[src/kernel_farm_defs.svh]
/* Sizes shared by the farm RTL and bench. KF_TAG_W must address all KF_MEM_DEPTH words,
   and KF_N_W bounds the iteration count of every kernel. */

`ifndef KERNEL_FARM_DEFS_SVH
`define KERNEL_FARM_DEFS_SVH

// Number of identical kernel workers
`define KF_NUM_WORKERS 4

// Result memory depth in words
`define KF_MEM_DEPTH   64

// Result slot address width
`define KF_TAG_W       6

// Argument n width, n runs 0..31
`define KF_N_W         5

// Result word width
`define KF_DATA_W      32

`endif

[src/kernel_farm_pkg.sv]
/* Job and result payload types for the farm. Widths come from kernel_farm_defs.svh. */

`default_nettype none

`include "kernel_farm_defs.svh"

package kernel_farm_pkg;

    // Kernel selector carried with each job
    typedef enum logic {
        KERNEL_DOUBLER = 1'b0,
        KERNEL_FIB     = 1'b1
    } kernel_e;

    // ------------------------------------------------------------
    // Host job, 12 bits
    // ------------------------------------------------------------
    typedef struct packed {
        kernel_e               kind;
        logic [`KF_N_W-1:0]    n;
        logic [`KF_TAG_W-1:0]  tag;
    } job_t;

    // ------------------------------------------------------------
    // Finished result, 38 bits
    // ------------------------------------------------------------
    typedef struct packed {
        logic [`KF_TAG_W-1:0]  tag;
        logic [`KF_DATA_W-1:0] value;
    } result_t;

endpackage

`default_nettype wire

[src/job_dispatcher.sv]
/* Takes one host job at a time and hands it to the lowest idle worker.
   job_ack rises only once the chosen worker has acked the job. */

`timescale 1ns/1ps
`default_nettype none

`include "kernel_farm_defs.svh"

module job_dispatcher (
    input  logic                        clk,
    input  logic                        rst,
    input  logic                        job_req,
    output logic                        job_ack,
    input  kernel_farm_pkg::job_t       job,
    output logic [`KF_NUM_WORKERS-1:0]  work_req,
    input  logic [`KF_NUM_WORKERS-1:0]  work_ack,
    output kernel_farm_pkg::job_t       work_job,
    input  logic [`KF_NUM_WORKERS-1:0]  worker_idle
);
    import kernel_farm_pkg::*;

    typedef enum logic [1:0] {
        D_IDLE,
        D_WAIT,
        D_SEND,
        D_ACK
    } disp_state_e;

    disp_state_e                 state;
    logic [`KF_NUM_WORKERS-1:0]  pick;
    logic                        accept;

    // Lowest set bit of the idle mask
    assign pick   = worker_idle & (~worker_idle + 1'b1);
    assign accept = (state == D_IDLE) && job_req;

    // ------------------------------------------------------------
    // Handshake FSM
    // ------------------------------------------------------------
    always_ff @(posedge clk) begin
        if (rst) begin
            state    <= D_IDLE;
            job_ack  <= 1'b0;
            work_req <= '0;
        end else begin
            case (state)
                D_IDLE: begin
                    if (job_req) begin
                        // Forward at once when a worker is free
                        if (|worker_idle) begin
                            work_req <= pick;
                            state    <= D_SEND;
                        end else begin
                            state <= D_WAIT;
                        end
                    end
                end
                D_WAIT: begin
                    if (|worker_idle) begin
                        work_req <= pick;
                        state    <= D_SEND;
                    end
                end
                D_SEND: begin
                    // Chosen worker has taken the job
                    if (|(work_ack & work_req)) begin
                        work_req <= '0;
                        job_ack  <= 1'b1;
                        state    <= D_ACK;
                    end
                end
                default: begin
                    if (!job_req) begin
                        job_ack <= 1'b0;
                        state   <= D_IDLE;
                    end
                end
            endcase
        end
    end

    // Job payload held from acceptance to worker ack
    always_ff @(posedge clk) begin
        if (accept) begin
            work_job <= job;
        end
    end

    // Only one worker is ever offered a job
    a_one_work_req: assert property (@(posedge clk) disable iff (rst) $onehot0(work_req));

endmodule

`default_nettype wire

[src/kernel_worker.sv]
/* Iterative doubler or fibonacci engine, one step per cycle. A job takes n cycles
   plus the result handshake; the worker is not idle until res_ack has fallen. */

`timescale 1ns/1ps
`default_nettype none

`include "kernel_farm_defs.svh"

module kernel_worker (
    input  logic                     clk,
    input  logic                     rst,
    input  logic                     work_req,
    output logic                     work_ack,
    input  kernel_farm_pkg::job_t    work_job,
    output logic                     res_req,
    input  logic                     res_ack,
    output kernel_farm_pkg::result_t res_data,
    output logic                     idle
);
    import kernel_farm_pkg::*;

    typedef enum logic [1:0] {
        W_IDLE,
        W_RUN,
        W_RESULT,
        W_RELEASE
    } work_state_e;

    work_state_e           state;
    job_t                  job_q;
    logic [`KF_N_W-1:0]    iter_cnt;
    logic [`KF_DATA_W-1:0] a;
    logic [`KF_DATA_W-1:0] b;
    logic [`KF_DATA_W-1:0] c;
    logic                  take;

    // New job only once the previous work_ack has dropped
    assign take = (state == W_IDLE) && work_req && !work_ack;

    // ------------------------------------------------------------
    // Job side handshake
    // ------------------------------------------------------------
    always_ff @(posedge clk) begin
        if (rst) begin
            work_ack <= 1'b0;
        end else if (take) begin
            work_ack <= 1'b1;
        end else if (!work_req) begin
            work_ack <= 1'b0;
        end
    end

    // ------------------------------------------------------------
    // Control FSM and iteration count
    // ------------------------------------------------------------
    always_ff @(posedge clk) begin
        if (rst) begin
            state    <= W_IDLE;
            res_req  <= 1'b0;
            iter_cnt <= '0;
        end else begin
            case (state)
                W_IDLE: begin
                    if (take) begin
                        iter_cnt <= work_job.n;
                        state    <= W_RUN;
                    end
                end
                W_RUN: begin
                    if (iter_cnt == '0) begin
                        res_req <= 1'b1;
                        state   <= W_RESULT;
                    end else begin
                        iter_cnt <= iter_cnt - 1'b1;
                    end
                end
                W_RESULT: begin
                    if (res_ack) begin
                        res_req <= 1'b0;
                        state   <= W_RELEASE;
                    end
                end
                default: begin
                    // Back to idle on the fall of res_ack
                    if (!res_ack) begin
                        state <= W_IDLE;
                    end
                end
            endcase
        end
    end

    // Kernel datapath
    always_ff @(posedge clk) begin
        if (take) begin
            job_q <= work_job;
            a     <= (work_job.kind == KERNEL_FIB) ? '0 : `KF_DATA_W'(1);
            b     <= `KF_DATA_W'(1);
            c     <= '0;
        end else if (state == W_RUN && iter_cnt != '0) begin
            if (job_q.kind == KERNEL_FIB) begin
                c <= a + b;
                a <= b;
                b <= a + b;
            end else begin
                a <= a << 1;
            end
        end
    end

    // Result stays put while res_req is high
    always_comb begin
        res_data.tag   = job_q.tag;
        res_data.value = (job_q.kind == KERNEL_FIB) ? c : a;
    end

    assign idle = (state == W_IDLE);

    // Ack only answers a live request
    a_ack_needs_req: assert property (@(posedge clk) disable iff (rst)
        $rose(work_ack) |-> $past(work_req));

endmodule

`default_nettype wire

[src/result_store.sv]
/* Single-port result memory with host reads ahead of worker writes. Memory is not
   cleared at reset; rd_data is valid one cycle after rd_en. */

`timescale 1ns/1ps
`default_nettype none

`include "kernel_farm_defs.svh"

module result_store (
    input  logic                        clk,
    input  logic                        rst,
    input  logic [`KF_NUM_WORKERS-1:0]  res_req,
    output logic [`KF_NUM_WORKERS-1:0]  res_ack,
    input  kernel_farm_pkg::result_t    res_data [`KF_NUM_WORKERS],
    input  logic                        rd_en,
    input  logic [`KF_TAG_W-1:0]        rd_addr,
    output logic [`KF_DATA_W-1:0]       rd_data,
    output logic                        pending
);
    import kernel_farm_pkg::*;

    localparam int SEL_W = $clog2(`KF_NUM_WORKERS);

    logic [`KF_NUM_WORKERS-1:0] open_req;
    logic [`KF_NUM_WORKERS-1:0] grant;
    logic [SEL_W-1:0]           wr_sel;
    logic                       wr_en;
    result_t                    wr_res;

    logic [`KF_DATA_W-1:0]      mem [`KF_MEM_DEPTH];

    // Requests not yet acknowledged
    assign open_req = res_req & ~res_ack;

    // ------------------------------------------------------------
    // Fixed priority arbiter
    // ------------------------------------------------------------
    always_comb begin
        grant  = '0;
        wr_sel = '0;
        // Host read owns the port this cycle
        if (!rd_en) begin
            // Walk down so the lowest index wins
            for (int i = `KF_NUM_WORKERS - 1; i >= 0; i--) begin
                if (open_req[i]) begin
                    grant    = '0;
                    grant[i] = 1'b1;
                    wr_sel   = SEL_W'(i);
                end
            end
        end
    end

    assign wr_en  = |grant;
    assign wr_res = res_data[wr_sel];

    // Ack rises with the write, falls once the worker drops req
    always_ff @(posedge clk) begin
        if (rst) begin
            res_ack <= '0;
        end else begin
            res_ack <= (res_ack | grant) & res_req;
        end
    end

    // ------------------------------------------------------------
    // Memory port, one access per cycle
    // ------------------------------------------------------------
    always_ff @(posedge clk) begin
        if (rd_en) begin
            rd_data <= mem[rd_addr];
        end else if (wr_en) begin
            mem[wr_res.tag] <= wr_res.value;
        end
    end

    assign pending = |res_req;

    a_grant_onehot: assert property (@(posedge clk) disable iff (rst) $onehot0(grant));

    // Workers hold req until acked, so a stalled write is never lost
    a_req_held: assert property (@(posedge clk) disable iff (rst)
        ((~res_req) & $past(res_req & ~res_ack)) == '0);

endmodule

`default_nettype wire

[src/kernel_farm_top.sv]
/* Farm top: dispatcher, worker array and result store. busy covers a job from
   worker pickup until its result is written and released. */

`timescale 1ns/1ps
`default_nettype none

`include "kernel_farm_defs.svh"

module kernel_farm_top (
    input  logic                   clk,
    input  logic                   rst,
    input  logic                   job_req,
    output logic                   job_ack,
    input  kernel_farm_pkg::job_t  job,
    input  logic                   rd_en,
    input  logic [`KF_TAG_W-1:0]   rd_addr,
    output logic [`KF_DATA_W-1:0]  rd_data,
    output logic                   busy
);
    import kernel_farm_pkg::*;

    logic [`KF_NUM_WORKERS-1:0] work_req;
    logic [`KF_NUM_WORKERS-1:0] work_ack;
    logic [`KF_NUM_WORKERS-1:0] worker_idle;
    logic [`KF_NUM_WORKERS-1:0] res_req;
    logic [`KF_NUM_WORKERS-1:0] res_ack;
    job_t                       work_job;
    result_t                    res_data [`KF_NUM_WORKERS];
    logic                       pending;

    // ------------------------------------------------------------
    // Job intake
    // ------------------------------------------------------------
    job_dispatcher u_dispatcher (
        .clk         (clk),
        .rst         (rst),
        .job_req     (job_req),
        .job_ack     (job_ack),
        .job         (job),
        .work_req    (work_req),
        .work_ack    (work_ack),
        .work_job    (work_job),
        .worker_idle (worker_idle)
    );

    // Workers share the job bus, only one sees req
    for (genvar i = 0; i < `KF_NUM_WORKERS; i++) begin : g_worker
        kernel_worker u_worker (
            .clk      (clk),
            .rst      (rst),
            .work_req (work_req[i]),
            .work_ack (work_ack[i]),
            .work_job (work_job),
            .res_req  (res_req[i]),
            .res_ack  (res_ack[i]),
            .res_data (res_data[i]),
            .idle     (worker_idle[i])
        );
    end

    // Result drain and host readback
    result_store u_store (
        .clk     (clk),
        .rst     (rst),
        .res_req (res_req),
        .res_ack (res_ack),
        .res_data(res_data),
        .rd_en   (rd_en),
        .rd_addr (rd_addr),
        .rd_data (rd_data),
        .pending (pending)
    );

    // Any worker active or any write still queued
    assign busy = ~(&worker_idle) | pending;

endmodule

`default_nettype wire

[config.mk]
export PLATFORM = sky130hd
export DESIGN_NAME = kernel_farm_top
export DESIGN_NICKNAME = d
export VERILOG_FILES = /design/src/kernel_farm_pkg.sv /design/src/job_dispatcher.sv /design/src/kernel_worker.sv /design/src/result_store.sv /design/src/kernel_farm_top.sv
export VERILOG_INCLUDE_DIRS = /design/src /design/src/src
export SDC_FILE = /design/constraint.sdc
export NUM_CORES = 2
export LEC_CHECK = 0
export BUFFER_PORTS_ARGS = -buffer_cell sky130_fd_sc_hd__buf_2
export CAP_MARGIN = 25
export CELL_PAD_IN_SITES_DETAIL_PLACEMENT = 0
export CELL_PAD_IN_SITES_GLOBAL_PLACEMENT = 1
export CORE_MARGIN = 2
export CORE_UTILIZATION = 30
export CTS_BUF_LIST = sky130_fd_sc_hd__clkbuf_16
export CTS_CLUSTER_DIAMETER = 80
export DETAILED_ROUTE_END_ITERATION = 8
export GPL_TIMING_DRIVEN = 0
export PLACE_DENSITY = 0.53
export SLEW_MARGIN = 20
export SYNTH_ARGS = -nofsm -noshare
export SYNTH_HDL_FRONTEND = slang
export SYNTH_SLANG_ARGS = --single-unit
[constraint.sdc]
create_clock -name clk -period 5.1 [get_ports clk]
set_input_delay 1.02 -clock clk [delete_from_list [all_inputs] [get_ports clk]]
set_output_delay 1.02 -clock clk [all_outputs]
set_load 0.02 [all_outputs]
==> metrics.yaml <==
slew_headroom_pct: 24.16
irDropWorstVdd_mv: 0.3273
finalSetupTns_ns: 0
crit_slowest_cell: "clkbuf_1"
synthAdderAreaFrac_pct: 1.913
ys_types: 84
clkPwrFrac_pct: 28.7
gr-total-overflow: 0
gp_congestion: 0.8094
grt.total_usage_pct: 18.09
p_sw_share_pct: 32.34
route.met3.wl_um: 17980
synth-async-reset-ratio_pct: 0
postRouteAntennaNets: 0
r2r-start: "g_worker[2].u_worker.res_req"
wl_um: 311700
grt_pass1_wl_um: 438900
first_pass_iters: 7
drc_errors: 0
synth_area_per_cell_um2: 17.94
ys.flop_type: "edfxtp_1"
max_freq_mhz: 232.3
muxShareOfSynthArea_pct: 16.19
clk_pin_slew_worst_paths_ns: 0.05
dp.cells: 10290
fp.dieH_um: 584.1
ys_seq_elements: 2427
cp_cell_sequence: "buf_4, a21oi_1, clkbuf_1, nand2_1, clkbuf_1, clkbuf_1, o211ai_1, o21ai_4, buf_16, buf_16"
pwr-share-comb_pct: 28.4
fin_cells: 10790
synth_top_family_by_area: "multiplexers"
netlist_area_um2: 101000
cts.htree.levels: 5
port_buffers: 48
core_um2: 335800
p_leak_nw: 39.87
critPathKind: "input port to flop"
via_per_inst: 5.161
slew_violations: 0
ff2ff_path_depth: 11
finalCritPeriodShare_pct: 84.40
grt_setup_unrepaired: "false"
synth_xor_area_share_pct: 0.8848
clock_path_buffers: 4
status: "completed"
rows: 213
switchingPower_w: 0.02138
skew_ns: 0.08638
yosysSeqAreaShare_pct: 70.41
top_layer_used: "met5"
intPower_w: 0.04474
avgRoutedWirePerCell_um: 28.89
p_seq_share_pct: 43.0
path_max_fanout: 35
r2r_slack_ns: 0.84
grt_pass1_vias: 57130
antenna_found_initial: 23
post_cts_buffers: 0
arrival_ns: 5.00
final_util_pct: 36.04
grt_max_degree: 37
rr_endpoint: "u_store.mem[6][10]"
synth-compound-area-share_pct: 4.868
min_period_ns: 4.304
power_density_nw_per_um2: 546.4
synth_edf_count: 2248
cts_tree: "done"
synth_simple_gate_area_share_pct: 4.358
crit_path_frequent_cell: "clkbuf_1"
start_kind: "input port"
setup_violations: 0
met1_length_um: 133100
crit_required_ns: 5.80
fin_nets: 6348
synthToLayoutAreaGrowth_pct: 19.85
cts_resized: 0
setup.worst_path.end: "u_store.mem[46][28]"
hold_viol: 0
cp-startpoint: "rd_en"
io_pins: 56
syn_inst: 5627
via_count: 55690
tightest_slew_ns: 1.138
cts_sinks: 2427
met2_length_um: 153500
die-area_um2: 341200
cp-end-kind: "flop"
cpPeakStageDelay_ns: 0.67
drtIter0Drc: 5123
hold_buffers: 0
hp-class: "input port to flop"
drv_cap: 0
dpl.hpwl_um: 222900
root_buffer: "clkbuf_16"
layout-drive-gt1-share_pct: 24.13
cts_inserted_buffers: 276
synthesis.nets: 5801
clk_latency_ns: 0.91
synth_warnings: 0
die_width_um: 584.1
initial_core_util_pct: 30.07
==> worst min-delay path by stage <==
stage	cells after the start	from	to
after floorplan	2	g_worker[3].u_worker.c[0]	g_worker[3].u_worker.c[0]
after global placement	2	g_worker[3].u_worker.c[0]	g_worker[3].u_worker.c[0]
after detailed placement	2	g_worker[3].u_worker.c[0]	g_worker[3].u_worker.c[0]
after CTS	1	job[10]	u_dispatcher.work_job[10]
after global routing	1	job[8]	u_dispatcher.work_job[8]
final	1	job[8]	u_dispatcher.work_job[8]
==> kinds of logic after synthesis <==
logic type / Yosys count
simple gates: 989
flops: 2427
fa+ha+maj: 152
mux: 799
xor+xnor: 102
buf+inv: 353
compound gates: 805
==> routing by layer <==
metal  GRT usage [%]  vias up
met3           2.688      386
met4           4.406       10
met5               0        -
met2           30.72     1581
li1                -    23890
met1           24.29    29820
==> Yosys cell counts, types with 15 or more instances <==
cell type	number	area share, %
edfxtp_1	2248	67
mux4_2	664	15
nand2_1	428	1.6
a21oi_1	333	1.7
nor2_1	265	0.99
clkbuf_1	183	0.68
dfxtp_1	179	3.5
o21ai_0	158	0.78
ha_1	148	1.8
mux2i_1	104	1.0
nand2b_1	78	0.48
nand3_1	74	0.37
inv_1	67	0.25
a21o_1	62	0.46
xnor2_1	62	0.54
buf_2	55	0.27
buf_1	45	0.17
a211oi_1	41	0.30
o211ai_1	41	0.30
xor2_1	40	0.35
mux2_2	31	0.35
nor2b_1	31	0.19
nor3_1	22	0.11
a221oi_1	16	0.14
o21a_1	16	0.12
and3_1	15	0.093
o21ai_1	15	0.074
==> cell type report <==
type / count / area (um2)
clock buffers: 288 / 7207
inverters: 70 / 262.8
plain buffers: 283 / 1169
fillers: 31370 / 214800
well taps: 4407 / 5514
repair buffers: 269 / 5100
diodes: 8 / 20.02
flip-flops and latches: 2427 / 71090
clock inverters: 190 / 1300
multi-input cells: 2847 / 29350
==> flip-flops by register name, indices dropped and copies added, names as in the netlist, 6 cells and up <==
register                    flops
u_store.mem                  2048
g_worker.u_worker.a           128
g_worker.u_worker.c           126
u_store.rd_data                32
g_worker.u_worker.res_data     24
g_worker.u_worker.iter_cnt     20
u_dispatcher.work_job          12
g_worker.u_worker.state         8
g_worker.u_worker.b             6
==> layout by cell type, fill, tap and decap left out, types with 15 or more instances in the layout <==
cell / n
nand3_1: 74
a21oi_1: 333
a221oi_1: 16
nand2b_1: 78
o21ai_4: 32
nor3_1: 22
and3_1: 15
mux4_2: 664
clkinv_2: 32
buf_6: 16
o211ai_1: 41
o21ai_1: 15
o21a_1: 16
edfxtp_1: 2248
mux2_2: 31
xor2_1: 40
o21ai_0: 126
a21o_1: 62
dfxtp_1: 179
mux2i_1: 104
buf_1: 34
buf_12: 83
inv_1: 129
clkbuf_1: 164
nor2_4: 63
buf_16: 102
buf_2: 114
ha_1: 148
nor2b_1: 31
nor2_1: 202
clkinv_1: 62
xnor2_1: 62
clkbuf_2: 19
nand2_1: 424
clkbuf_16: 288
a211oi_1: 41
==> metrics by stage <==
stage / worst slack (ns) / total power [W] / instance area (um2) / hold WS (ns)
2_1_floorplan: -0.1282 / 0.03802 / 101000 / 0.4329
3_3_place_gp: -6.161 / 0.04469 / 106700 / 0.4404
3_5_place_dp: -0.3157 / 0.04765 / 112400 / 0.4474
4_1_cts: 0.6789 / 0.06667 / 120900 / 0.2898
5_1_grt: 0.5493 / 0.06894 / 121000 / 0.3331
6_report: 0.7957 / 0.06612 / 121000 / 0.3692
==> worst max-delay path: cells and delay by family <==
kind / cells / cell delay, ns
buffers and inverters: 6 / 2.57
and+or+nand+nor: 1 / 0.59
AOI/OAI and AO/OA: 3 / 0.69
==> power by group through the flow <==
stage / Sequential (W) / Clock (W) / Combinational (W)
2_1_floorplan: 0.0292 / 0 / 0.00885
3_5_place_dp: 0.0288 / 0 / 0.0188
6_report: 0.0284 / 0.0190 / 0.0187
4_1_cts: 0.0284 / 0.0194 / 0.0189
5_1_grt: 0.0286 / 0.0201 / 0.0203
3_3_place_gp: 0.0301 / 0 / 0.0146
Note: power is estimated with default switching activity, not from simulation.
